<file path="src/hw/interact_pkg.sv">
// Shared widths, vector types and bus address regions
// RTC readback mode patterns and RGB channel levels
`default_nettype none

package interact_pkg;

	// ==============================
	// Vector types
	// ==============================

	typedef logic [15:0] addr_t;
	typedef logic [7:0]  data_t;
	typedef logic [13:0] vram_addr_t;
	typedef logic [11:0] vid_addr_t;
	typedef logic [1:0]  pix_t;
	// bit0 red, bit1 green, bit2 blue
	typedef logic [2:0]  color_t;
	typedef logic [7:0]  chan_t;

	// ==============================
	// Address regions
	// ==============================

	// Address bits 13..11, only valid when bits 15..14 are 00
	localparam logic [2:0] REGION_ROM   = 3'd0;
	localparam logic [2:0] REGION_COL_A = 3'd2;
	localparam logic [2:0] REGION_COL_B = 3'd3;
	localparam logic [2:0] REGION_MISC  = 3'd6;
	localparam logic [2:0] REGION_KEYS  = 3'd7;

	// Read value of unmapped or absent devices
	localparam data_t FILL_BYTE = 8'hFF;

	// ==============================
	// RTC readback modes
	// ==============================

	// Patterns on misc bits 7..3, used as casez items
	localparam logic [4:0] RTC_MODE_FLUX = 5'b00111;
	localparam logic [4:0] RTC_MODE_FULL = 5'b10111;
	localparam logic [4:0] RTC_MODE_LOW  = 5'b?1111;

	// ==============================
	// Colour output
	// ==============================

	localparam chan_t LEVEL_FULL = 8'hFF;
	localparam chan_t LEVEL_HALF = 8'h7F;

	// Halves the level of pixel code 2 when set in colour B
	localparam int INTENSITY_BIT = 6;

endpackage

`default_nettype wire

</file>
<file path="src/hw/pixel_gen.sv">
// Two-stage pixel pipeline
// Pixel code select, colour lookup with intensity, blanking
`timescale 1ns/1ns
`default_nettype none

module pixel_gen import interact_pkg::*;
(
	input  logic  clk_sys,
	input  logic  rst_n,
	input  logic  vid_fetch,
	input  logic  vid_line,
	input  logic  vid_half,
	input  logic  vid_blank,
	input  data_t vid_rdata,
	input  data_t col_a,
	input  data_t col_b,
	output chan_t red,
	output chan_t green,
	output chan_t blue,
	output logic  rgb_valid
);

	logic       s1_valid;
	logic       s1_line;
	logic       s1_half;
	logic       s1_blank;
	logic [3:0] nib;
	pix_t       pix;
	color_t     color;
	chan_t      level;

	// ==============================
	// Stage 1, aligned with RAM read
	// ==============================

	always_ff @(posedge clk_sys or negedge rst_n)
	begin
		if (!rst_n)
			s1_valid <= 1'b0;
		else
			s1_valid <= vid_fetch;
	end

	always_ff @(posedge clk_sys)
	begin
		s1_line  <= vid_line;
		s1_half  <= vid_half;
		s1_blank <= vid_blank;
	end

	// ==============================
	// Stage 2, colour lookup
	// ==============================

	// Upper nibble on line 1, then one pixel pair by half
	assign nib = s1_line ? vid_rdata[7:4] : vid_rdata[3:0];
	assign pix = s1_half ? nib[3:2] : nib[1:0];

	always_comb
	begin
		case (pix)
			2'd0:    color = col_a[2:0];
			2'd1:    color = col_b[2:0];
			2'd2:    color = col_a[5:3];
			default: color = col_b[5:3];
		endcase
	end

	// Intensity only affects code 2
	assign level = ((pix == 2'd2) && col_b[INTENSITY_BIT]) ? LEVEL_HALF : LEVEL_FULL;

	always_ff @(posedge clk_sys or negedge rst_n)
	begin
		if (!rst_n)
			rgb_valid <= 1'b0;
		else
			rgb_valid <= s1_valid;
	end

	// Channel values, held between fetches
	always_ff @(posedge clk_sys)
	begin
		if (s1_valid)
		begin
			red   <= (!s1_blank && color[0]) ? level : '0;
			green <= (!s1_blank && color[1]) ? level : '0;
			blue  <= (!s1_blank && color[2]) ? level : '0;
		end
	end

	// Blanked fetch comes out black two cycles later
	a_blank_black: assert property (@(posedge clk_sys) disable iff (!rst_n)
		(vid_fetch && vid_blank) |-> ##2
		(rgb_valid && red == '0 && green == '0 && blue == '0));

endmodule

`default_nettype wire

</file>
<file path="config.mk">
export PLATFORM = sky130hd
export DESIGN_NAME = pixel_gen
export DESIGN_NICKNAME = d
export VERILOG_FILES = /design/src/hw/interact_pkg.sv /design/src/hw/pixel_gen.sv
export SDC_FILE = /design/constraint.sdc
export NUM_CORES = 1
export LEC_CHECK = 0
export BUFFER_PORTS_ARGS = -buffer_cell sky130_fd_sc_hd__buf_2
export CAP_MARGIN = 20
export CORE_ASPECT_RATIO = 1.5
export CORE_MARGIN = 2
export CORE_UTILIZATION = 34
export CTS_BUF_LIST = sky130_fd_sc_hd__clkbuf_8 sky130_fd_sc_hd__clkbuf_16
export CTS_CLUSTER_DIAMETER = 30
export CTS_CLUSTER_SIZE = 8
export DETAILED_ROUTE_END_ITERATION = 10
export HOLD_SLACK_MARGIN = 0.1
export PLACE_DENSITY = 0.74
export REMOVE_ABC_BUFFERS = 1
export SYNTH_ARGS = -nofsm -noshare
export SYNTH_HDL_FRONTEND = slang
export SYNTH_SLANG_ARGS = --single-unit
</file>
<file path="constraint.sdc">
create_clock -name clk_sys -period 1.59 [get_ports clk_sys]
set_input_delay 0.2385 -clock clk_sys [delete_from_list [all_inputs] [get_ports clk_sys]]
set_output_delay 0.2385 -clock clk_sys [all_outputs]
set_load 0.03 [all_outputs]
</file>
==> results_dict.tcl <==
set metrics [dict create \
    finalSetupViolCount 6 \
    clkPwrFrac 0.296 \
    grtUsageTotal 0.1382 \
    grt.overflow.total 0 \
    die_w_microns 40.40 \
    start_util 0.3644 \
    grt_use_met1 0.1373 \
    syn-cell-area_sq_um 675.6 \
    grt_max_degree 8 \
    maxCapViolations 0 \
    multiInputGateArea_sq_um 344.1 \
    final_net_count 131 \
    avgSynthCellArea_sq_um 11.45 \
    status "finished, violations left" \
    postCtsSetupRepairBufs 0 \
    p_comb_frac 0.342 \
    yosysWarnings 0 \
    firstDrtPassIters 4 \
    final-seq-area_sq_um 294.0 \
    rsz0062_at_grt "yes" \
    ys_seq_elements 11 \
    cts_tree "built" \
    gp_congestion 0.8428 \
    design_area_sq_um 1003 \
    fillers 158 \
    drive_above_1_share 0.7400 \
    placed_area_sq_um 829.5 \
    skew_ps 4.258 \
    drt-vias-per-instance 4.893 \
    grt_pass1_wl_microns 2263 \
    total_power_uw 949.2 \
    violations "negative setup slack" \
    htree_levels 1 \
    ys_seq_area_frac 0.4296 \
    hold_viol_final 0 \
    syn2layout_area_growth_pct 48.52 \
    dpl_worst_slack_ps -238.4 \
    fmax_ghz 0.5778 \
    peakVddDrop_mv 0.6157 \
    crit_type "reg -> reg" \
    power.switching_uw 326.3 \
    coreArea_sq_um 1854 \
    fp.dieH_microns 58.60 \
    grt.busiest_layer "met2" \
    min_path_type "in -> reg" \
    worst_setup_path_start_kind "flop" \
    arrival_ps 1700 \
    io_buffers 51 \
    internal_power_uw 622.8 \
    worst_setup_path_end_kind "flop" \
    drc 0 \
    clock-root-buffer "clkbuf_8" \
    cts_sinks 11 \
    postRouteAntennaNets 0 \
    grtUsageMet3 0.01509 \
    routed_wl_microns 1496 \
    leakage_uw 0.0004570 \
    maxSlewHeadroom 0.7460 \
    swShare 0.3438 \
    cts_buffers 3 \
    routedWlPerCell_microns 12.36 \
    slew_violations 0 \
    power_frac_seq 0.363 \
    clockBufferDepth 2 \
    grt_pass1_vias 545 \
    vias 592 \
    drtIter0Drc 5 \
    finalCritPeriodShare 1.088 \
    timing.final.ws_setup_ps -140.6 \
    worst_pin_slew_ps 380.4 \
    grt_util_met2 0.2562 \
    hold-worst-slack_ps 103.1 \
    finalCriticalPeriod_ps 1731 \
    clk_pin_slew_worst_paths_ps 50 \
    hpwlAfterDp_microns 1143 \
    synth.distinct_cells 16 \
    antenna_found_initial 0 \
    syn_inst 59 \
    clk_latency_ps 240 \
    num_rows 19 \
    cp_max_fo 7 \
    rrSetupSlack_ps -140 \
    p_per_area_nw_per_um2 945.9 \
    antenna_cells 0 \
    die_area_sq_um 2367 \
    pin_count 55 \
    critPathRequiredTime_ps 1560 \
]
synth_stat cells:
| cell type | number | area (sq um) |
|---|---|---|
| buf_4 | 18 | 135.1 |
| edfxtp_1 | 6 | 180.2 |
| nand2b_1 | 6 | 37.54 |
| nor2_1 | 6 | 22.52 |
| a2111oi_1 | 4 | 40.04 |
| a21boi_0 | 3 | 22.52 |
| dfxtp_1 | 3 | 60.06 |
| nand2_1 | 3 | 11.26 |
| dfrtp_1 | 2 | 50.05 |
| mux4_2 | 2 | 45.04 |
| a2111oi_0 | 1 | 8.760 |
| a2111oi_2 | 1 | 15.01 |
| mux4_1 | 1 | 26.28 |
| nand2b_2 | 1 | 8.760 |
| nor2_2 | 1 | 6.260 |
| or2_1 | 1 | 6.260 |
per-stage QoR:
stage               instances  setup TNS (ps)  utilization
floorplan                  41           -5136            -
global placement          114          -995.4       0.4474
detailed placement        114           -1358       0.4474
CTS                       121          -699.1       0.5223
global route              121           -1082       0.5412
finish                    121          -736.3       0.5412
cells in the final DEF, fill, tap and decap left out:
master          n
nand2b_2        1
dfxtp_4         1
mux4_1          1
a21boi_4        2
nand2_2         1
or2_4           1
buf_2          51
edfxtp_1        6
nor2_4          4
a2111oi_4       1
clkbuf_8        3
nand2_1         2
clkinv_2        1
nor2_1          3
a2111oi_2       5
nand2b_1        6
dfxtp_1         2
dfrtp_1         2
a21boi_1        1
dlygate4sd3_1   3
buf_4           1
mux4_2          2
what timing repair did:
item / in CTS / in global routing
hold endpoints to repair: 4 / 0
setup endpoints to repair: 6 / 6
hold buffers: 3 / 0
gates cloned: 0 / 0
pin swaps: 5 / 1
gates resized for setup: 19 / 6
layout make-up:
cell class	count	share of cell area
multi-input combinational	30	0.3429
sequential	11	0.2930
timing repair buffer	55	0.2918
clock buffer	3	0.04115
tap	21	0.02618
clock inverter	1	0.004988
power by group through the flow:
stage	registers (uW)	clock network [uW]	logic (uW)
finish	344	281	324
global route	349	301	348
CTS	345	281	305
detailed placement	349	0	268
global placement	347	0	264
floorplan	460	0	58.3
registers in the layout (all words and copies together), names as in the netlist:
signal,flops
s1_line,1
s1_valid,1
s1_blank,1
red,2
blue,2
green,2
s1_half,1
rgb_valid,1
kinds of logic (layout without fill, tap and decap cells):
logic type             after synthesis  in the layout  synth area share
AO/OA/AOI/OAI                        9              9            0.1278
buffers and inverters               18             59            0.2000
flip-flops                          11             11            0.4296
multiplexers                         3              3            0.1056
AND/OR/NAND/NOR                     18             18            0.1371
routing by layer:
layer	wire, microns	part of all wire	vias to the layer above
met1	473	0.32	262
met2	819	0.55	47
li1	-	-	278
met5	0	0	-
met3	175	0.12	5
met4	27	0.018	0
worst paths after layout:
kind                               startpoint                    end  cells after the start
max                           s1_line$_DFF_P_  blue[6]$_SDFFCE_PN0P_                      4
min                                 vid_fetch     s1_valid$_DFF_PN0_                      1
max reg2reg                   s1_line$_DFF_P_  blue[6]$_SDFFCE_PN0P_                      4
min reg2reg                s1_valid$_DFF_PN0_    rgb_valid$_DFF_PN0_                      0
max in group asynchronous               rst_n     s1_valid$_DFF_PN0_                      2
min in group asynchronous               rst_n    rgb_valid$_DFF_PN0_                      2
worst max-delay path: stages, from the launching register on:
cell       delay, ps
dfxtp_4          360
mux4_2           590
or2_4            310
nor2_4           140
a2111oi_4         60
Note: power is estimated with default switching activity, not from simulation.
