[config.mk]
export PLATFORM = sky130hd
export DESIGN_NAME = io_regs_flat
export DESIGN_NICKNAME = d
export VERILOG_FILES = /design/src/hw/interact_pkg.sv /design/src/hw/io_bus_if.sv /design/src/hw/io_regs.sv /design/src/flat_wrapper.sv
export SDC_FILE = /design/constraint.sdc
export NUM_CORES = 1
export LEC_CHECK = 0
export BUFFER_PORTS_ARGS = -buffer_cell sky130_fd_sc_hd__buf_4
export CAP_MARGIN = 5
export CORE_ASPECT_RATIO = 1.2
export CORE_MARGIN = 2
export CORE_UTILIZATION = 52
export CTS_BUF_LIST = sky130_fd_sc_hd__clkbuf_4 sky130_fd_sc_hd__clkbuf_8
export CTS_CLUSTER_DIAMETER = 50
export DETAILED_ROUTE_END_ITERATION = 16
export PLACE_DENSITY = 0.81
export SLEW_MARGIN = 20
export SYNTH_ARGS = -nofsm -noshare
export SYNTH_HDL_FRONTEND = slang
export SYNTH_SLANG_ARGS = --single-unit
[constraint.sdc]
create_clock -name clk_sys -period 1.7 [get_ports clk_sys]
set_input_delay 0.17 -clock clk_sys [delete_from_list [all_inputs] [get_ports clk_sys]]
set_output_delay 0.17 -clock clk_sys [all_outputs]
set_load 0.1 [all_outputs]
[src/hw/interact_pkg.sv]
// Shared widths, vector types and bus address regions
// RTC readback mode patterns and RGB channel levels
`default_nettype none

package interact_pkg;

	// ==============================
	// Vector types
	// ==============================

	typedef logic [15:0] addr_t;
	typedef logic [7:0]  data_t;
	typedef logic [13:0] vram_addr_t;
	typedef logic [11:0] vid_addr_t;
	typedef logic [1:0]  pix_t;
	// bit0 red, bit1 green, bit2 blue
	typedef logic [2:0]  color_t;
	typedef logic [7:0]  chan_t;

	// ==============================
	// Address regions
	// ==============================

	// Address bits 13..11, only valid when bits 15..14 are 00
	localparam logic [2:0] REGION_ROM   = 3'd0;
	localparam logic [2:0] REGION_COL_A = 3'd2;
	localparam logic [2:0] REGION_COL_B = 3'd3;
	localparam logic [2:0] REGION_MISC  = 3'd6;
	localparam logic [2:0] REGION_KEYS  = 3'd7;

	// Read value of unmapped or absent devices
	localparam data_t FILL_BYTE = 8'hFF;

	// ==============================
	// RTC readback modes
	// ==============================

	// Patterns on misc bits 7..3, used as casez items
	localparam logic [4:0] RTC_MODE_FLUX = 5'b00111;
	localparam logic [4:0] RTC_MODE_FULL = 5'b10111;
	localparam logic [4:0] RTC_MODE_LOW  = 5'b?1111;

	// ==============================
	// Colour output
	// ==============================

	localparam chan_t LEVEL_FULL = 8'hFF;
	localparam chan_t LEVEL_HALF = 8'h7F;

	// Halves the level of pixel code 2 when set in colour B
	localparam int INTENSITY_BIT = 6;

endpackage

`default_nettype wire

[src/hw/io_bus_if.sv]
// Decoded CPU write strobes, write data and RAM address
`timescale 1ns/1ns
`default_nettype none

interface io_bus_if import interact_pkg::*; ();

	// One-cycle strobes, bus_wr qualified by region
	logic       wr_col_a;
	logic       wr_col_b;
	logic       wr_misc;
	logic       ram_wr;

	data_t      wdata;
	vram_addr_t ram_addr;

	modport decoder
	(
		output wr_col_a, wr_col_b, wr_misc, ram_wr, wdata, ram_addr
	);

	modport regs
	(
		input wr_col_a, wr_col_b, wr_misc, wdata
	);

	// RAM reads at ram_addr every cycle
	modport ram
	(
		input ram_wr, wdata, ram_addr
	);

endinterface

`default_nettype wire

[src/hw/io_regs.sv]
// Colour A, colour B and misc registers
// RTC counter with tick select, clear and mode-dependent readback
`timescale 1ns/1ns
`default_nettype none

module io_regs import interact_pkg::*;
(
	input  logic  clk_sys,
	input  logic  rst_n,
	input  logic  line_tick,
	input  logic  tape_tick,
	io_bus_if.regs io,
	output data_t col_a,
	output data_t col_b,
	output data_t rtc_rdata
);

	data_t misc;
	data_t rtc;
	logic  rtc_tick;
	logic  rtc_clr;

	// ==============================
	// CPU registers
	// ==============================

	always_ff @(posedge clk_sys or negedge rst_n)
	begin
		if (!rst_n)
		begin
			col_a <= '0;
			col_b <= '0;
			misc  <= '0;
		end
		else
		begin
			if (io.wr_col_a)
				col_a <= io.wdata;
			if (io.wr_col_b)
				col_b <= io.wdata;
			if (io.wr_misc)
				misc <= io.wdata;
		end
	end

	// ==============================
	// RTC counter
	// ==============================

	// Line rate when misc bit 7 set, tape clock otherwise
	assign rtc_tick = misc[7] ? line_tick : tape_tick;
	assign rtc_clr  = misc[6];

	always_ff @(posedge clk_sys or negedge rst_n)
	begin
		if (!rst_n)
			rtc <= '0;
		else if (rtc_clr)
			rtc <= '0;
		else if (rtc_tick)
			rtc <= rtc + 8'd1;
	end

	// Readback format chosen by misc bits 7..3
	always_comb
	begin
		casez (misc[7:3])
			// Tape flux bit is not present and reads as 0
			RTC_MODE_FLUX: rtc_rdata = {1'b0, rtc[6:0]};
			RTC_MODE_FULL: rtc_rdata = rtc;
			RTC_MODE_LOW:  rtc_rdata = {1'b0, rtc[6:0]};
			// Joystick and paddle modes
			default:       rtc_rdata = 8'h00;
		endcase
	end

	// Clear bit holds the counter at zero from the next cycle on
	a_rtc_clear: assert property (@(posedge clk_sys) disable iff (!rst_n)
		misc[6] |=> (rtc == '0));

endmodule

`default_nettype wire

[src/flat_wrapper.sv]
// flat-port wrapper written by rule: the top's interface ports become plain ports
module io_regs_flat import interact_pkg::*;
  (clk_sys, rst_n, line_tick, tape_tick, col_a, col_b, rtc_rdata, io_wr_col_a, io_wr_col_b, io_wr_misc, io_wdata);
  io_bus_if io_i ();
  input  logic clk_sys;
  input  logic rst_n;
  input  logic line_tick;
  input  logic tape_tick;
  output data_t col_a;
  output data_t col_b;
  output data_t rtc_rdata;
  input wire logic [$bits(io_i.wr_col_a)-1:0] io_wr_col_a;
  input wire logic [$bits(io_i.wr_col_b)-1:0] io_wr_col_b;
  input wire logic [$bits(io_i.wr_misc)-1:0] io_wr_misc;
  input wire logic [$bits(io_i.wdata)-1:0] io_wdata;
  assign io_i.wr_col_a = io_wr_col_a;
  assign io_i.wr_col_b = io_wr_col_b;
  assign io_i.wr_misc = io_wr_misc;
  assign io_i.wdata = io_wdata;
  io_regs u_core (.clk_sys(clk_sys), .rst_n(rst_n), .line_tick(line_tick), .tape_tick(tape_tick), .io(io_i), .col_a(col_a), .col_b(col_b), .rtc_rdata(rtc_rdata));
endmodule
==> summary.txt, run 1 <==
status: completed
ANT nets after route: 0
setup_tns: 0 ns
WL/cell: 14.5 um
P&R area growth vs syn: 29.5%
detailed placement HPWL: 1750 um
Die Wd: 48.3 um
Hold Vio Cnt, Final: 0
Final Setup Violations: 0
Clock transition at path regs: 0.08 ns
startpoint types: register
post-CTS setup buffer count: 0
Via density: 5.40
Max Fclk: 0.621 GHz
Max Fanout on Critical Path: 8
worst slew pin tran: 0.617 ns
Post-route DRC: 0
minimum clock period: 1.61 ns
CTS Buf Count: 5
DRT Wirelength: 2400 um
maximum VDD drop: 864 uV
CTS tree: built
gr usage total: 20.0%
Synth Register Bits: 29
CP delay by family, top: simple AND/OR/NAND/NOR gates
syn_nets: 109
PwrDens: 1040 mW/mm^2
hold path start: io_wdata[2]
vias: 891
Syn Area/Cell: 13.2 um^2
sequential cell area fraction in the yosys report: 59.2%
gp weighted congestion: 0.801
Sw Ratio: 38.8%
Cells after Synth: 93
Flop pwr share: 47.8%
worst flop-to-flop path endpoint: u_core.rtc[5]
num rows: 19
Gate power share: 30.6%
CP arrival: 1.44 ns
# H-tree levels: 2
initial core utilization: 54.3%
largest stage delay on the critical path: 0.35 ns
FILL cells: 171
reg2reg setup slack: 0.21 ns
Worst path slowest cell: dfrtp_1
CP endpoint kind: output port
slew margin rel.: 58.0%
I/O Buffers: 38
Die ar.: 0.00276 mm^2
Die H: 57.2 um
Pre-Repair DR Iteration Count: 4
maxcap violations: 0
final worst setup slack: 0.0889 ns
final hold slack: 0.0871 ns
initial antenna violation count: 0
hold depth: 2
Hold Path Sink: u_core.col_a[2]
Unique masters post-synth: 22
ratio of cells with drive above 1 in the final layout: 34.3%
Non-Filler Instances: 165
Mapped Area: 0.00123 mm^2
vias in the first global route: 915
CTS root buffer: clkbuf_4
Internal: 1.02 mW
clk sink count: 29
Ports: 39
Clock Tree Buf Depth: 2
Worst Hold Class: primary input to register
CP cell instances: and3_1 > and4b_1 > buf_4
cells on worst reg2reg path: 3
total grt overflow: 0
DR iter-0 viols: 8
Clk Latency, worst-skew pair: 0.31 ns
critical path class: register to output port
pin count of the biggest net entering global routing: 30
Buf/Inv on CP: 1
yosys warns: 0
Final #Nets: 151
core area: 0.00226 mm^2
placed cells: 158
first-pass GRT wire length: 4100 um
Clock Skew: 0.00646 ns
clock share of power: 21.6%
Tcrit/Tclk final: 94.8%
Leak: 0.736 nW
RSZ-0062 raised after global routing: no
# diodes: 0
FF-to-FF Start: u_core.misc[7]
NetSw: 0.643 mW
CP required: 1.53 ns
Slew Limit Fails: 0
pre-CTS WS: 0.119 ns
[worst reg2reg max path, delay by kind of cell, from the launching register on]
kind             cells  cell delay, ns
AO/OA/AOI/OAI        1            0.17
AND/OR/NAND/NOR      1            0.57
multiplexers         1            0.27
flip-flops           1            0.42
[sequential cells by signal, indices dropped and copies added (netlist names)]
signal	cells
u_core.col_a	8
u_core.col_b	8
u_core.misc	5
u_core.rtc	8
[stage by stage]
stage / total power [mW] / utilization [%] / instance area [um^2]
6_report: 1.66 / 70.3 / 1590
3_3_place_gp: 1.30 / 67.8 / 1530
5_1_grt: 1.73 / 70.3 / 1590
2_1_floorplan: 1.18 / - / 1230
4_1_cts: 1.68 / 70.1 / 1580
3_5_place_dp: 1.31 / 67.8 / 1530
[how the worst max path moves through the flow]
stage,from,end,slack (ns),cells after the start
2_1_floorplan,u_core.misc[6],rtc_rdata[7],0.11,2
3_3_place_gp,u_core.misc[7],u_core.rtc[1],0.19,3
3_5_place_dp,u_core.misc[7],u_core.rtc[1],0.12,3
4_1_cts,u_core.misc[4],rtc_rdata[7],0.06,3
5_1_grt,u_core.misc[5],rtc_rdata[7],0.01,3
6_report,u_core.misc[4],rtc_rdata[7],0.09,3
[power by group through the flow]
stage          Combinational, mW  Clock, mW  Sequential [mW]
2_1_floorplan              0.101          0             1.08
3_3_place_gp               0.499          0            0.801
3_5_place_dp               0.507          0            0.806
4_1_cts                    0.510      0.375            0.793
5_1_grt                    0.527      0.403            0.801
6_report                   0.508      0.358            0.793
[metal layers]
metal	track usage (%)	vias to the layer above	part of all wire, %
met4	9.80	0	1.7
met5	0	-	0
li1	-	416	-
met1	21.6	433	42
met3	7.33	5	5.9
met2	34.9	37	50
[cells in the final DEF, fill, tap and decap left out, drive strengths merged]
cell type	n
or4	3
dlygate4sd3	1
nor2	2
xor2	1
nand3	2
o31ai	3
buf	38
nand4	1
and3	1
nand2	2
and4b	1
ha	1
and2	7
or3	3
inv	1
mux2i	2
dfrtp	29
clkinv	1
clkbuf	5
o21ai	3
mux2	21
a21oi	6
[what timing repair did]
item | CTS | global route
hold buffers | 1 | 0
resized for setup | 0 | 1
endpoints found under the hold margin | 29 | 0
setup endpoints to repair | 0 | 7
[logic make-up (layout without fill, tap and decap cells)]
group / count (synthesis) / count (layout) / synth area share [%]
buf+inv: 5 / 46 / 1.84
flops: 29 / 29 / 59.2
mux: 23 / 23 / 20.9
xor+xnor: 1 / 1 / 0.714
compound gates: 12 / 12 / 5.51
simple gates: 22 / 22 / 10.8
fa+ha+maj: 1 / 1 / 1.02
[cells in the mapped netlist]
| cell type | instances | area share, % |
|---|---|---|
| o31ai_1 | 3 | 1.8 |
| nand4_1 | 1 | 0.51 |
| mux2i_1 | 2 | 1.6 |
| a21oi_1 | 6 | 2.4 |
| nor2_1 | 2 | 0.61 |
| clkbuf_1 | 3 | 0.92 |
| o21ai_0 | 2 | 0.82 |
| nand2_1 | 2 | 0.61 |
| and3_1 | 1 | 0.51 |
| and2_1 | 7 | 3.6 |
| or4_1 | 3 | 1.8 |
| xor2_1 | 1 | 0.71 |
| inv_1 | 1 | 0.31 |
| mux2_2 | 1 | 0.92 |
| dfrtp_1 | 29 | 59 |
| or3_1 | 3 | 1.5 |
| ha_1 | 1 | 1.0 |
| and4b_1 | 1 | 0.82 |
| nand3_1 | 2 | 0.82 |
| buf_4 | 1 | 0.61 |
| mux2_1 | 20 | 18 |
| o21ai_1 | 1 | 0.41 |
[area by class of cell]
class                      instances  area [um^2]  share of cell area (%)
clock buffer                       5         37.5                    2.36
sequential                        29          726                    45.7
tap                               31         38.8                    2.44
multi-input combinational         59          482                    30.3
timing repair buffer              39          295                    18.6
inverter                           1         3.75                   0.236
clock inverter                     1         5.00                   0.315
Power figures use the tool's default switching activity.
==> run 2, diff against run 1 <==
- CORE_MARGIN: 2 -> not set
==> summary.txt, run 2 (synthesis results as in run 1) <==
DRT Wirelength: 2330 um
Ports: 39
Post-route DRC: 0
pre-CTS WS: 0.0841 ns
final hold slack: 0.0692 ns
CP arrival: 1.43 ns
Tcrit/Tclk final: 94.0%
num rows: 18
Reg area: 726 um^2
Worst Hold Class: primary input to register
CTS Buf Count: 5
RSZ-0062 raised after global routing: no
Leak: 0.751 nW
pin count of the biggest net entering global routing: 30
gr usage total: 21.5%
Die Wd: 46.3 um
WL/cell: 14.0 um
Clock Skew: 0.00316 ns
multi-input logic area: 482 um^2
CP required: 1.53 ns
I/O Buffers: 38
Worst path slowest cell: dfrtp_1
Final #Nets: 151
maximum VDD drop: 998 uV
final worst setup slack: 0.102 ns
Via density: 5.40
minimum clock period: 1.60 ns
total grt overflow: 0
PwrDens: 1090 mW/mm^2
Max Fanout on Critical Path: 8
Pre-Repair DR Iteration Count: 4
P&R area growth vs syn: 31.9%
status: completed
# H-tree levels: 2
detailed placement HPWL: 1680 um
core area: 0.00214 mm^2
first-pass GRT wire length: 3570 um
initial antenna violation count: 0
largest stage delay on the critical path: 0.35 ns
worst slew pin tran: 0.632 ns
ratio of cells with drive above 1 in the final layout: 35.3%
initial core utilization: 57.3%
CP cell instances: and3_1 > and4b_1 > buf_6
setup_tns: 0 ns
DR iter-0 viols: 10
CP endpoint kind: output port
Die H: 55.2 um
Clock Tree Buf Depth: 2
Final Setup Violations: 0
ANT nets after route: 0
Die ar.: 0.00256 mm^2
Buf/Inv on CP: 1
vias: 896
commonest non-fill, non-tap cell in the layout: buf_4
CP delay by family, top: simple AND/OR/NAND/NOR gates
clk sink count: 29
# diodes: 0
Slew Limit Fails: 0
CTS root buffer: clkbuf_4
most frequent cells in the layout: buf_4 (37), dfrtp_1 (29), mux2_1 (20)
FILL cells: 141
maxcap violations: 0
critical path class: register to output port
vias in the first global route: 824
startpoint types: register
Clk Latency, worst-skew pair: 0.32 ns
slew margin rel.: 57.0%
CTS tree: built
top flop regs: u_core.col_a x8, u_core.col_b x8, u_core.rtc x8
gp weighted congestion: 0.791
Max Fclk: 0.626 GHz
Clock transition at path regs: 0.09 ns
Hold Vio Cnt, Final: 0
==> run 2: layer usage <==
layer / share of wire [%] / routed length, um / vias to the layer above / GRT usage [%]
met2: 53 / 1230 / 40 / 32.4
met5: 0 / 0 / - / 0
met4: 0.77 / 18 / 0 / 14.2
met1: 40 / 921 / 433 / 24.0
met3: 7.0 / 162 / 2 / 10.1
li1: - / - / 421 / -
==> run 2: final timing paths <==
path / start / to / slack [ns] / depth (start not counted)
setup / recovery: u_core.misc[4] / rtc_rdata[7] / 0.10 / 3
hold / removal: io_wdata[0] / u_core.col_b[0] / 0.07 / 2
setup reg to reg: u_core.misc[7] / u_core.rtc[7] / 0.22 / 3
hold reg to reg: u_core.misc[5] / u_core.misc[5] / 0.49 / 1
max in group asynchronous: rst_n / u_core.col_a[7] / 1.14 / 2
min in group asynchronous: rst_n / u_core.rtc[2] / 0.30 / 2
==> run 2: area by class of cell <==
type,count,share of cell area [%]
clock inverter,1,0.309
tap,30,2.32
sequential,29,44.9
clock buffer,7,4.02
timing repair buffer,39,18.5
inverter,1,0.232
multi-input combinational,59,29.8
==> run 2: metrics by stage <==
stage	power (mW)	area, um^2	std cells	utilization (%)
floorplan	1.18	1230	93	-
global placement	1.30	1530	157	71.5
detailed placement	1.31	1530	157	71.5
CTS	1.79	1610	166	75.3
global route	1.85	1620	166	75.6
finish	1.76	1620	166	75.6
==> run 2: where the power goes <==
part,total [mW],switching [mW],internal (mW)
Clock,0.466,0.227,0.239
Combinational,0.506,0.384,0.122
Sequential,0.793,0.0433,0.749
==> run 2: what timing repair did <==
action	CTS	global route
hold endpoints to repair	29	0
endpoints found under the setup margin	0	9
gates resized for setup	0	2
hold buffers	1	0
buffers inserted	0	0
