--- config.mk ---
export PLATFORM = sky130hd
export DESIGN_NAME = bus_decode_flat
export DESIGN_NICKNAME = d
export VERILOG_FILES = /design/src/hw/interact_pkg.sv /design/src/hw/io_bus_if.sv /design/src/hw/bus_decode.sv /design/src/flat_wrapper.sv
export SDC_FILE = /design/constraint.sdc
export NUM_CORES = 1
export LEC_CHECK = 0
export BUFFER_PORTS_ARGS = -buffer_cell sky130_fd_sc_hd__buf_2
export CORE_MARGIN = 8
export CORE_UTILIZATION = 35
export DETAILED_ROUTE_END_ITERATION = 12
export PLACE_DENSITY = 0.77
export SLEW_MARGIN = 0
export SYNTH_ARGS = -nofsm -noshare
export SYNTH_HDL_FRONTEND = slang
export SYNTH_SLANG_ARGS = --single-unit
--- constraint.sdc ---
create_clock -name clk_sys -period 1.7 [get_ports clk_sys]
set_input_delay 0.255 -clock clk_sys [delete_from_list [all_inputs] [get_ports clk_sys]]
set_output_delay 0.255 -clock clk_sys [all_outputs]
set_load 0.005 [all_outputs]
--- src/hw/interact_pkg.sv ---
// Shared widths, vector types and bus address regions
// RTC readback mode patterns and RGB channel levels
`default_nettype none

package interact_pkg;

	// ==============================
	// Vector types
	// ==============================

	typedef logic [15:0] addr_t;
	typedef logic [7:0]  data_t;
	typedef logic [13:0] vram_addr_t;
	typedef logic [11:0] vid_addr_t;
	typedef logic [1:0]  pix_t;
	// bit0 red, bit1 green, bit2 blue
	typedef logic [2:0]  color_t;
	typedef logic [7:0]  chan_t;

	// ==============================
	// Address regions
	// ==============================

	// Address bits 13..11, only valid when bits 15..14 are 00
	localparam logic [2:0] REGION_ROM   = 3'd0;
	localparam logic [2:0] REGION_COL_A = 3'd2;
	localparam logic [2:0] REGION_COL_B = 3'd3;
	localparam logic [2:0] REGION_MISC  = 3'd6;
	localparam logic [2:0] REGION_KEYS  = 3'd7;

	// Read value of unmapped or absent devices
	localparam data_t FILL_BYTE = 8'hFF;

	// ==============================
	// RTC readback modes
	// ==============================

	// Patterns on misc bits 7..3, used as casez items
	localparam logic [4:0] RTC_MODE_FLUX = 5'b00111;
	localparam logic [4:0] RTC_MODE_FULL = 5'b10111;
	localparam logic [4:0] RTC_MODE_LOW  = 5'b?1111;

	// ==============================
	// Colour output
	// ==============================

	localparam chan_t LEVEL_FULL = 8'hFF;
	localparam chan_t LEVEL_HALF = 8'h7F;

	// Halves the level of pixel code 2 when set in colour B
	localparam int INTENSITY_BIT = 6;

endpackage

`default_nettype wire

--- src/hw/io_bus_if.sv ---
// Decoded CPU write strobes, write data and RAM address
`timescale 1ns/1ns
`default_nettype none

interface io_bus_if import interact_pkg::*; ();

	// One-cycle strobes, bus_wr qualified by region
	logic       wr_col_a;
	logic       wr_col_b;
	logic       wr_misc;
	logic       ram_wr;

	data_t      wdata;
	vram_addr_t ram_addr;

	modport decoder
	(
		output wr_col_a, wr_col_b, wr_misc, ram_wr, wdata, ram_addr
	);

	modport regs
	(
		input wr_col_a, wr_col_b, wr_misc, wdata
	);

	// RAM reads at ram_addr every cycle
	modport ram
	(
		input ram_wr, wdata, ram_addr
	);

endinterface

`default_nettype wire

--- src/hw/bus_decode.sv ---
// CPU address decoding into write strobes
// Read source selection and bus_rdata holding register
`timescale 1ns/1ns
`default_nettype none

module bus_decode import interact_pkg::*;
(
	input  logic  clk_sys,
	input  logic  rst_n,
	input  addr_t bus_addr,
	input  data_t bus_wdata,
	input  logic  bus_wr,
	input  logic  bus_rd,
	input  data_t cpu_rdata,
	input  data_t rtc_rdata,
	output data_t bus_rdata,
	io_bus_if.decoder io
);

	logic       in_io;
	logic       in_ram;
	logic [2:0] region;
	logic       rd_ram_d;
	logic       rd_rtc_d;
	logic       rd_pend;
	logic       rd_ram;
	logic       rd_rtc;
	data_t      rd_sel;
	data_t      rdata_q;

	// ==============================
	// Address split
	// ==============================

	assign in_io  = (bus_addr[15:14] == 2'b00);
	assign in_ram = (bus_addr[15:14] == 2'b01);
	assign region = bus_addr[13:11];

	// Sound regions 2000H and 2800H get no strobe
	assign io.wr_col_a = bus_wr && in_io && (region == REGION_COL_A);
	assign io.wr_col_b = bus_wr && in_io && (region == REGION_COL_B);
	assign io.wr_misc  = bus_wr && in_io && (region == REGION_MISC);
	assign io.ram_wr   = bus_wr && in_ram;
	assign io.wdata    = bus_wdata;
	assign io.ram_addr = bus_addr[13:0];

	// Read source for the current address
	always_comb
	begin
		rd_ram_d = in_ram;
		rd_rtc_d = 1'b0;
		if (in_io)
		begin
			case (region)
				REGION_MISC: rd_rtc_d = 1'b1;
				// No boot ROM or keyboard behind these
				REGION_ROM, REGION_KEYS: rd_rtc_d = 1'b0;
				default: rd_rtc_d = 1'b0;
			endcase
		end
	end

	// ==============================
	// Read data path
	// ==============================

	// RAM data is registered, so the source is chosen one cycle later
	always_ff @(posedge clk_sys or negedge rst_n)
	begin
		if (!rst_n)
		begin
			rd_pend <= 1'b0;
			rd_ram  <= 1'b0;
			rd_rtc  <= 1'b0;
			rdata_q <= FILL_BYTE;
		end
		else
		begin
			rd_pend <= bus_rd;
			if (bus_rd)
			begin
				rd_ram <= rd_ram_d;
				rd_rtc <= rd_rtc_d;
			end
			// Keep the byte until the next read
			if (rd_pend)
				rdata_q <= rd_sel;
		end
	end

	assign rd_sel = rd_ram ? cpu_rdata : (rd_rtc ? rtc_rdata : FILL_BYTE);

	assign bus_rdata = rd_pend ? rd_sel : rdata_q;

	// One bus cycle is either a read or a write
	a_wr_rd_excl: assert property (@(posedge clk_sys) disable iff (!rst_n)
		!(bus_wr && bus_rd));

endmodule

`default_nettype wire

--- src/flat_wrapper.sv ---
// flat-port wrapper written by rule: the top's interface ports become plain ports
module bus_decode_flat import interact_pkg::*;
  (clk_sys, rst_n, bus_addr, bus_wdata, bus_wr, bus_rd, cpu_rdata, rtc_rdata, bus_rdata, io_wr_col_a, io_wr_col_b, io_wr_misc, io_ram_wr, io_wdata, io_ram_addr);
  io_bus_if io_i ();
  input  logic clk_sys;
  input  logic rst_n;
  input  addr_t bus_addr;
  input  data_t bus_wdata;
  input  logic bus_wr;
  input  logic bus_rd;
  input  data_t cpu_rdata;
  input  data_t rtc_rdata;
  output data_t bus_rdata;
  output wire logic [$bits(io_i.wr_col_a)-1:0] io_wr_col_a;
  output wire logic [$bits(io_i.wr_col_b)-1:0] io_wr_col_b;
  output wire logic [$bits(io_i.wr_misc)-1:0] io_wr_misc;
  output wire logic [$bits(io_i.ram_wr)-1:0] io_ram_wr;
  output wire logic [$bits(io_i.wdata)-1:0] io_wdata;
  output wire logic [$bits(io_i.ram_addr)-1:0] io_ram_addr;
  assign io_wr_col_a = io_i.wr_col_a;
  assign io_wr_col_b = io_i.wr_col_b;
  assign io_wr_misc = io_i.wr_misc;
  assign io_ram_wr = io_i.ram_wr;
  assign io_wdata = io_i.wdata;
  assign io_ram_addr = io_i.ram_addr;
  bus_decode u_core (.clk_sys(clk_sys), .rst_n(rst_n), .bus_addr(bus_addr), .bus_wdata(bus_wdata), .bus_wr(bus_wr), .bus_rd(bus_rd), .cpu_rdata(cpu_rdata), .rtc_rdata(rtc_rdata), .bus_rdata(bus_rdata), .io(io_i));
endmodule
==> flow_summary.json, run 1 <==
{
  "layout-drive-gt1-share_pct": 60.40,
  "switching_share_pct": 24.60,
  "ys_seq_elements": 11,
  "design.die.area_mm2": 0.004041,
  "timing.final.ws_setup_ns": -0.02576,
  "cap_violations": 0,
  "clock-sinks": 11,
  "place.gp.congestion": 0.6951,
  "netlist-cell-type-count": 20,
  "syn_to_final_growth_pct": 12.95,
  "power.internal_mw": 0.4644,
  "period_share_pct": 101.5,
  "numCtsBuffers": 3,
  "pre_cts_ws_ns": 0.1011,
  "ys.flop_type": "dfstp_2",
  "final_net_count": 146,
  "powerDensity_mw_per_mm2": 688.5,
  "drt_wl_total_mm": 1.840,
  "cp.arrival_ns": 1.47,
  "power_mw": 0.6159,
  "viasPerCell": 4.729,
  "rsz0062_at_grt": "yes",
  "fmax_ghz": 0.5795,
  "placed_cells": 122,
  "synth_xor_area_share_pct": 0,
  "rows": 17,
  "finClkSkew_ns": 0.008115,
  "worst_pin_slew_ns": 0.4731,
  "slew_violations": 0,
  "overflow": 0,
  "power_frac_seq_pct": 50.6,
  "synthesis.nets": 123,
  "grt_antenna_before_repair": 0,
  "synthAdderAreaFrac_pct": 0,
  "hpwl_mm": 1.403,
  "async_reset_ff_share_pct": 100.0,
  "clkSlewWorstSetupHoldPaths_ns": 0.07,
  "r2r_cells": 2,
  "grt_use_total_pct": 9.390,
  "synth_area_leaders": "dfstp_2 (27%), buf_4 (21%), dfrtp_1 (9.5%)",
  "whs_path_depth": 1,
  "drt_first_pass_iters": 3,
  "post-route-min-period_ns": 1.726,
  "drcViolationCount": 0,
  "yosysSeqAreaShare_pct": 36.02,
  "outcome": "finished, violations left",
  "yosys.area.top_type_share_pct": 26.54,
  "synth_edf_count": 0,
  "avgSynthCellArea_um2": 10.03,
  "ir_drop_v": 0.0003038,
  "worst-setup-path-type": "flop to output port",
  "vias": 610,
  "synth_top_family_by_area": "simple AND/OR/NAND/NOR gates",
  "synth_compound_area_share_pct": 10.27,
  "ant_nets": 0,
  "min_from": "bus_rd",
  "synth_mux_area_share_pct": 0,
  "ios": 78,
  "post_dp_cell_area_um2": 840.8,
  "hp-class": "input pin to flop",
  "portBuffers": 39,
  "core_region_area_mm2": 0.002170,
  "cp-end-kind": "output port",
  "violations": "negative setup slack",
  "syn-instance-count": 79,
  "synth_simple_gate_area_share_pct": 29.86,
  "grt_pass1_wl_mm": 3.139,
  "grt_max_degree": 17,
  "finalNonFillerCells": 129,
  "setup_viol": 7,
  "drt-wirelength-per-cell_um": 14.26,
  "root_buffer": "clkbuf_4",
  "r2r_setup_slack_ns": 0.54,
  "hold_violations": 0,
  "path_max_fanout": 10,
  "relSlewSlack_pct": 68.46,
  "clockBufferDepth": 2,
  "start_kind": "flop",
  "htree_num_levels": 1,
  "cts_tree": "yes",
  "worstReg2RegEnd": "u_core.rdata_q[2]",
  "switching_power_mw": 0.1515,
  "stdcell_area_um2": 894.6,
  "worstPathRequired_ns": 1.44,
  "dieWidth_um": 63.57,
  "clock_latency_ns": 0.26,
  "pwr-share-clk_pct": 28.7,
  "synth_top_area_cell": "dfstp_2",
  "hold-path-endpoint": "u_core.rd_pend",
  "fp.dieH_um": 63.57,
  "p_leak_nw": 0.3881,
  "grt_pass1_vias": 718,
  "fin_util_pct": 41.23,
  "combPwrFrac_pct": 20.7,
  "drt_iter0_drc": 3,
  "initial_core_util_pct": 36.51,
  "synth_warnings": 0,
  "n_antenna_cell": 0,
  "r2r_start": "u_core.rd_ram",
  "syn-cell-area_um2": 792.0
}
-- stage by stage --
stage	hold slack, ns	TNS, ns
after CTS	0.1486	-0.3398
after global placement	0.1364	0
final	0.1536	-0.1328
after floorplan	-0.04059	0
after detailed placement	0.1468	0
after global routing	0.1382	-0.7528
-- how the worst max path moves through the flow --
stage	cells past startpoint	end	from	slack [ns]
after floorplan	3	bus_rdata[5]	u_core.rd_ram	0.34
after global placement	3	bus_rdata[3]	u_core.rd_ram	0.13
after detailed placement	3	bus_rdata[3]	u_core.rd_ram	0.10
after CTS	3	bus_rdata[3]	u_core.rd_ram	-0.06
after global routing	3	bus_rdata[3]	u_core.rd_ram	-0.12
final	3	bus_rdata[3]	u_core.rd_ram	-0.03
-- cells in the final DEF, fill, tap and decap left out --
| master | count |
|---|---|
| a31o_1 | 2 |
| a31o_2 | 6 |
| and3b_1 | 1 |
| buf_2 | 39 |
| buf_4 | 2 |
| clkbuf_1 | 1 |
| clkbuf_4 | 3 |
| dfrtp_1 | 1 |
| dfrtp_2 | 2 |
| dfstp_2 | 8 |
| dlygate4sd3_1 | 1 |
| inv_1 | 2 |
| nand2b_1 | 6 |
| nand3b_1 | 2 |
| nand4bb_1 | 1 |
| nor2b_1 | 8 |
| nor3_1 | 1 |
| nor3b_1 | 2 |
| o21ai_0 | 1 |
| o22ai_1 | 1 |
| or2b_1 | 2 |
| or3b_1 | 8 |
| or3b_2 | 1 |
-- logic make-up after synthesis --
group / Yosys count
flops: 11
simple gates: 32
buf+inv: 26
compound gates: 10
-- worst max-delay path: stages, from the launching register on --
cell     delay [ns]
dfrtp_2        0.46
or3b_1         0.38
a31o_2         0.24
buf_2          0.12
-- power by group through the flow --
stage / combinational [mW] / sequential [mW] / clock (mW)
6_report: 0.127 / 0.312 / 0.177
5_1_grt: 0.144 / 0.315 / 0.205
4_1_cts: 0.132 / 0.313 / 0.186
3_5_place_dp: 0.119 / 0.319 / 0
3_3_place_gp: 0.115 / 0.318 / 0
2_1_floorplan: 0.107 / 0.308 / 0
-- flip-flops by register name (all words and copies together) (netlist names) --
| register | cells |
|---|---|
| u_core.rd_pend | 1 |
| u_core.rd_ram | 1 |
| u_core.rd_rtc | 1 |
| u_core.rdata_q | 8 |
-- repair_timing --
action | 4_1_cts | 5_1_grt
hold buffers | 1 | 0
endpoints found under the setup margin | 8 | 8
setup buffers | 2 | 0
pin swaps | 0 | 1
resized for setup | 3 | 0
hold endpoints to repair | 3 | 0
-- area by class of cell --
class                   count  area [µm²]
fillers                   236        1275
multi-input cells          42       317.8
flip-flops and latches     11       287.8
repair buffers             42       220.2
well taps                  28       35.03
clock buffers               4       26.28
inverters                   2       7.507
-- layer usage --
metal	GRT usage [%]	share of wire (%)
met2	14.20	45
met5	0	0
met1	10.89	46
met3	4.417	7.7
met4	4.457	2.0
-- synth_stat cells, types with 2 or more instances --
cell type / n
a31o_1: 2
dfstp_2: 8
inv_1: 2
or2b_1: 2
buf_4: 22
nor3b_1: 2
nand3b_1: 2
nand2b_1: 6
a31o_2: 6
nor2b_1: 8
dfrtp_1: 3
or3b_1: 8
(Power assumes the default switching activity.)
==> inputs of run 2 (changes only) <==
Settings changed: BUFFER_PORTS_ARGS -buffer_cell sky130_fd_sc_hd__buf_2 to default, CORE_UTILIZATION 35 to 42, DONT_BUFFER_PORTS from default to 1, PLACE_DENSITY 0.77 to 0.55.
==> flow_summary.json, run 2 (synthesized netlist as in run 1, its figures left out) <==
{
  "outcome": "finished, final reports clean",
  "cap_violations": 0,
  "placed_cells": 80,
  "r2r_setup_slack_ns": 0.51,
  "hold_violations": 0,
  "clock-sinks": 11,
  "fmax_ghz": 0.6140,
  "overflow": 0,
  "dieWidth_um": 59.43,
  "grt_max_degree": 18,
  "layout-drive-gt1-share_pct": 33.33,
  "clkSlewWorstSetupHoldPaths_ns": 0.06,
  "viasPerCell": 5.341,
  "htree_num_levels": 1,
  "core_region_area_mm2": 0.001745,
  "drt-wirelength-per-cell_um": 21.24,
  "pre_cts_ws_ns": 0.2233,
  "numCtsBuffers": 3,
  "largest_reg_flops": 8,
  "finalNonFillerCells": 88,
  "drt_iter0_drc": 20,
  "cts_tree": "yes",
  "portBuffers": 0,
  "ios": 78,
  "powerDensity_mw_per_mm2": 803.2,
  "final_net_count": 108,
  "cp.arrival_ns": 1.37,
  "grt_antenna_before_repair": 0,
  "rsz0062_at_grt": "yes",
  "path_max_fanout": 10,
  "hp-class": "input pin to flop",
  "regMostFlops": "u_core.rdata_q",
  "clock_latency_ns": 0.26,
  "root_buffer": "clkbuf_4",
  "worst-setup-path-type": "flop to output port",
  "setup_viol": 0,
  "ant_nets": 0,
  "n_antenna_cell": 0,
  "worstPathRequired_ns": 1.44,
  "finClkSkew_ns": 0.005303,
  "vias": 470,
  "rows": 15,
  "clockBufferDepth": 2,
  "initial_core_util_pct": 45.38,
  "period_share_pct": 95.80,
  "relSlewSlack_pct": 66.52,
  "grt_use_total_pct": 9.881,
  "drt_wl_total_mm": 1.869,
  "stdcell_area_um2": 704.4,
  "p_leak_nw": 0.2373,
  "start_kind": "flop",
  "drcViolationCount": 0,
  "grt_pass1_wl_mm": 2.677,
  "ir_drop_v": 0.0005646,
  "fp.dieH_um": 59.43,
  "drt_first_pass_iters": 4,
  "cp-end-kind": "output port",
  "syn_to_final_growth_pct": -11.06,
  "grt_pass1_vias": 511,
  "post-route-min-period_ns": 1.629,
  "design.die.area_mm2": 0.003531,
  "post_dp_cell_area_um2": 641.9,
  "place.gp.congestion": 0.6081,
  "layout_common_cells": "or3b_1 (8), nor2b_1 (8), dfstp_2 (8), nand2b_1 (6), a31o_2 (6)",
  "timing.final.ws_setup_ns": 0.07133,
  "slew_violations": 0,
  "worst_pin_slew_ns": 0.5005
}
-- run 2: cell type report --
| type | instances | area [µm²] |
|---|---|---|
| fill | 183 | 1041 |
| multi-input combinational | 42 | 317.8 |
| sequential | 11 | 286.5 |
| timing repair buffer | 4 | 35.03 |
| tap | 25 | 31.28 |
| clock buffer | 4 | 26.28 |
| inverter | 2 | 7.507 |
-- run 2: layer usage --
layer	vias to the layer above	track usage, %	wire [µm]	share of wire, %
met3	2	10.20	390	21
met4	0	2.389	8	0.43
li1	221	-	-	-
met5	-	0	0	0
met2	41	14.95	835	45
met1	206	9.046	635	34
-- run 2: per-stage QoR --
stage,setup TNS [ns],utilization [%],hold WS (ns),total power [mW]
floorplan,0,-,-0.04059,0.4148
global placement,0,36.77,-0.03993,0.3800
detailed placement,0,36.77,-0.03986,0.3820
CTS,0,38.92,0.01034,0.5699
global route,-0.005462,40.36,0.06902,0.6066
finish,0,40.36,0.07736,0.5658
-- run 2: worst max-delay path, cell delays in order, from the launching register on --
cell and delay (ns):
dfrtp_2 0.45, buf_4 0.19, or2b_1 0.23, a31o_1 0.25
-- run 2: repair_timing --
item                                   in CTS  in global routing
cloned                                      0                  0
hold buffers                                1                  1
buffers inserted                            0                  2
gates resized for setup                     1                  1
setup endpoints to repair                   8                  8
endpoints found under the hold margin      11                  1
-- run 2: path summary, 6_finish.rpt --
kind	to	startpoint	cells past startpoint
max in group asynchronous	u_core.rd_ram	rst_n	1
max reg2reg	u_core.rdata_q[4]	u_core.rd_ram	3
max	bus_rdata[4]	u_core.rd_ram	3
min	u_core.rd_ram	bus_rd	1
min in group asynchronous	u_core.rd_rtc	rst_n	1
min reg2reg	u_core.rd_rtc	u_core.rd_rtc	2
-- run 2: power by group --
| part | leakage (nW) | internal, mW | switching [mW] |
|---|---|---|---|
| Clock | 0.0150 | 0.0907 | 0.0835 |
| Sequential | 0.121 | 0.297 | 0.0149 |
| Combinational | 0.101 | 0.0443 | 0.0351 |
==> inputs of run 3 (changes only) <==
Settings changed: CORE_MARGIN 8 to 2, REMOVE_ABC_BUFFERS from default to 1.
Clock period 1.7 ns to 2 ns, I/O delays scaled along.
==> flow_summary.json, run 3 (synthesized netlist as in run 1, its figures left out) <==
{
  "outcome": "finished, final reports clean",
  "rows": 15,
  "fp.dieH_um": 47.43,
  "portBuffers": 0,
  "cts_tree": "yes",
  "slew_violations": 0,
  "hold_violations": 0,
  "drcViolationCount": 0,
  "drt_iter0_drc": 3,
  "dieWidth_um": 47.43,
  "r2r_setup_slack_ns": 0.69,
  "drt_first_pass_iters": 2,
  "viasPerCell": 5.682,
  "power_mw": 0.4726,
  "root_buffer": "clkbuf_4",
  "initial_core_util_pct": 45.38,
  "grt_use_total_pct": 14.84,
  "num-fill-cells": 193,
  "fmax_ghz": 0.5562,
  "grt_pass1_wl_mm": 2.139,
  "switching_power_mw": 0.1107,
  "numCtsBuffers": 3,
  "hold-path-endpoint": "u_core.rd_pend",
  "final_net_count": 105,
  "clkSlewWorstSetupHoldPaths_ns": 0.07,
  "cp-end-kind": "output port",
  "overflow": 0,
  "worst-setup-path-type": "flop to output port",
  "clockBufferDepth": 2,
  "powerDensity_mw_per_mm2": 696.8,
  "hpwl_mm": 1.222,
  "largest_reg_flops": 8,
  "finClkSkew_ns": 0.004859,
  "r2r_start": "u_core.rd_ram",
  "layout-drive-gt1-share_pct": 30.00,
  "stdcell_area_um2": 678.2,
  "setup_tns_ns": 0,
  "htree_num_levels": 1,
  "whs_path_depth": 0,
  "drt_wl_total_mm": 1.647,
  "drt-wirelength-per-cell_um": 19.38,
  "grt_antenna_before_repair": 0,
  "power.internal_mw": 0.3618,
  "placed_cells": 80,
  "power_frac_seq_pct": 56.5,
  "relSlewSlack_pct": 66.65,
  "post-route-min-period_ns": 1.798,
  "grt_pass1_vias": 443,
  "post_dp_cell_area_um2": 641.9,
  "start_kind": "flop",
  "vias": 483,
  "regMostFlops": "u_core.rdata_q",
  "grt_max_degree": 18,
  "clock_latency_ns": 0.26,
  "n_antenna_cell": 0,
  "cp.arrival_ns": 1.50,
  "cts-resized-gates": 0,
  "ant_nets": 0,
  "period_share_pct": 89.89,
  "finalNonFillerCells": 85,
  "pwr-share-clk_pct": 31.4,
  "layout_common_cells": "or3b_1 (8), nor2b_1 (8), dfstp_2 (8), nand2b_1 (6), a31o_2 (6)",
  "hp-class": "input pin to flop",
  "syn_to_final_growth_pct": -14.38,
  "ir_drop_v": 0.0002766,
  "rsz0062_at_grt": "no",
  "min_from": "bus_rd",
  "worstPathRequired_ns": 1.70,
  "switching_share_pct": 23.43,
  "r2r_cells": 2,
  "path_max_fanout": 17,
  "combPwrFrac_pct": 12.1,
  "setup_viol": 0,
  "worst_pin_slew_ns": 0.4986,
  "worstReg2RegEnd": "u_core.rdata_q[6]",
  "design.die.area_mm2": 0.002249,
  "fin_util_pct": 38.85,
  "place.gp.congestion": 0.6130,
  "core_region_area_mm2": 0.001745,
  "ios": 78,
  "cap_violations": 0,
  "clock-sinks": 11,
  "p_leak_nw": 0.2241
}
run 3: changes by cell type in the layout (fill, tap and decap cells not counted):
cell / change
dfrtp_2: -1
buf_4: -2
dfrtp_1: +1
dlygate4sd3_1: -1
run 3: repair_timing:
action	in CTS	in global routing
hold buffers	1	0
hold endpoints to repair	11	0
setup buffers	0	0
run 3: per-stage QoR:
step	hold WS, ns	setup slack [ns]
final	0.06565	0.2022
after global routing	0.04150	0.1295
after CTS	0.05470	0.1841
after detailed placement	0.004987	0.4783
after global placement	0.004944	0.5048
after floorplan	0.004409	0.5984
run 3: worst max path at each step:
stage                     cells past startpoint           from           end  slack (ns)
final                                         2  u_core.rd_ram  bus_rdata[6]        0.20
after global routing                          2  u_core.rd_ram  bus_rdata[1]        0.13
after CTS                                     2  u_core.rd_ram  bus_rdata[1]        0.18
after detailed placement                      2  u_core.rd_ram  bus_rdata[0]        0.48
after global placement                        2  u_core.rd_ram  bus_rdata[7]        0.50
after floorplan                               2  u_core.rd_ram  bus_rdata[0]        0.60
run 3: worst max-delay path: stages, from the launching register on:
cell     delay, ns
dfrtp_1       0.54
or3b_1        0.43
a31o_2        0.26
run 3: area by class of cell:
class / instances / area, µm² / share of cell area, %
Multi-Input combinational cell: 42 / 317.8 / 46.86
Timing Repair Buffer: 1 / 10.01 / 1.476
Clock buffer: 4 / 26.28 / 3.875
Sequential cell: 11 / 285.3 / 42.07
Tap cell: 25 / 31.28 / 4.613
Inverter: 2 / 7.507 / 1.107
run 3: power groups by stage:
| stage | Sequential, mW | Combinational (mW) | Clock (mW) |
|---|---|---|---|
| after CTS | 0.267 | 0.0585 | 0.157 |
| after floorplan | 0.266 | 0.0466 | 0 |
| after global placement | 0.270 | 0.0516 | 0 |
| after detailed placement | 0.271 | 0.0525 | 0 |
| after global routing | 0.270 | 0.0624 | 0.169 |
| final | 0.267 | 0.0572 | 0.148 |
run 3: routing by layer:
| metal | up-vias | track usage, % | part of all wire [%] |
|---|---|---|---|
| met5 | - | 0 | 0 |
| met4 | 0 | 7.222 | 1.2 |
| met3 | 2 | 14.72 | 19 |
| met2 | 45 | 17.84 | 40 |
| met1 | 225 | 16.94 | 39 |
| li1 | 211 | - | - |
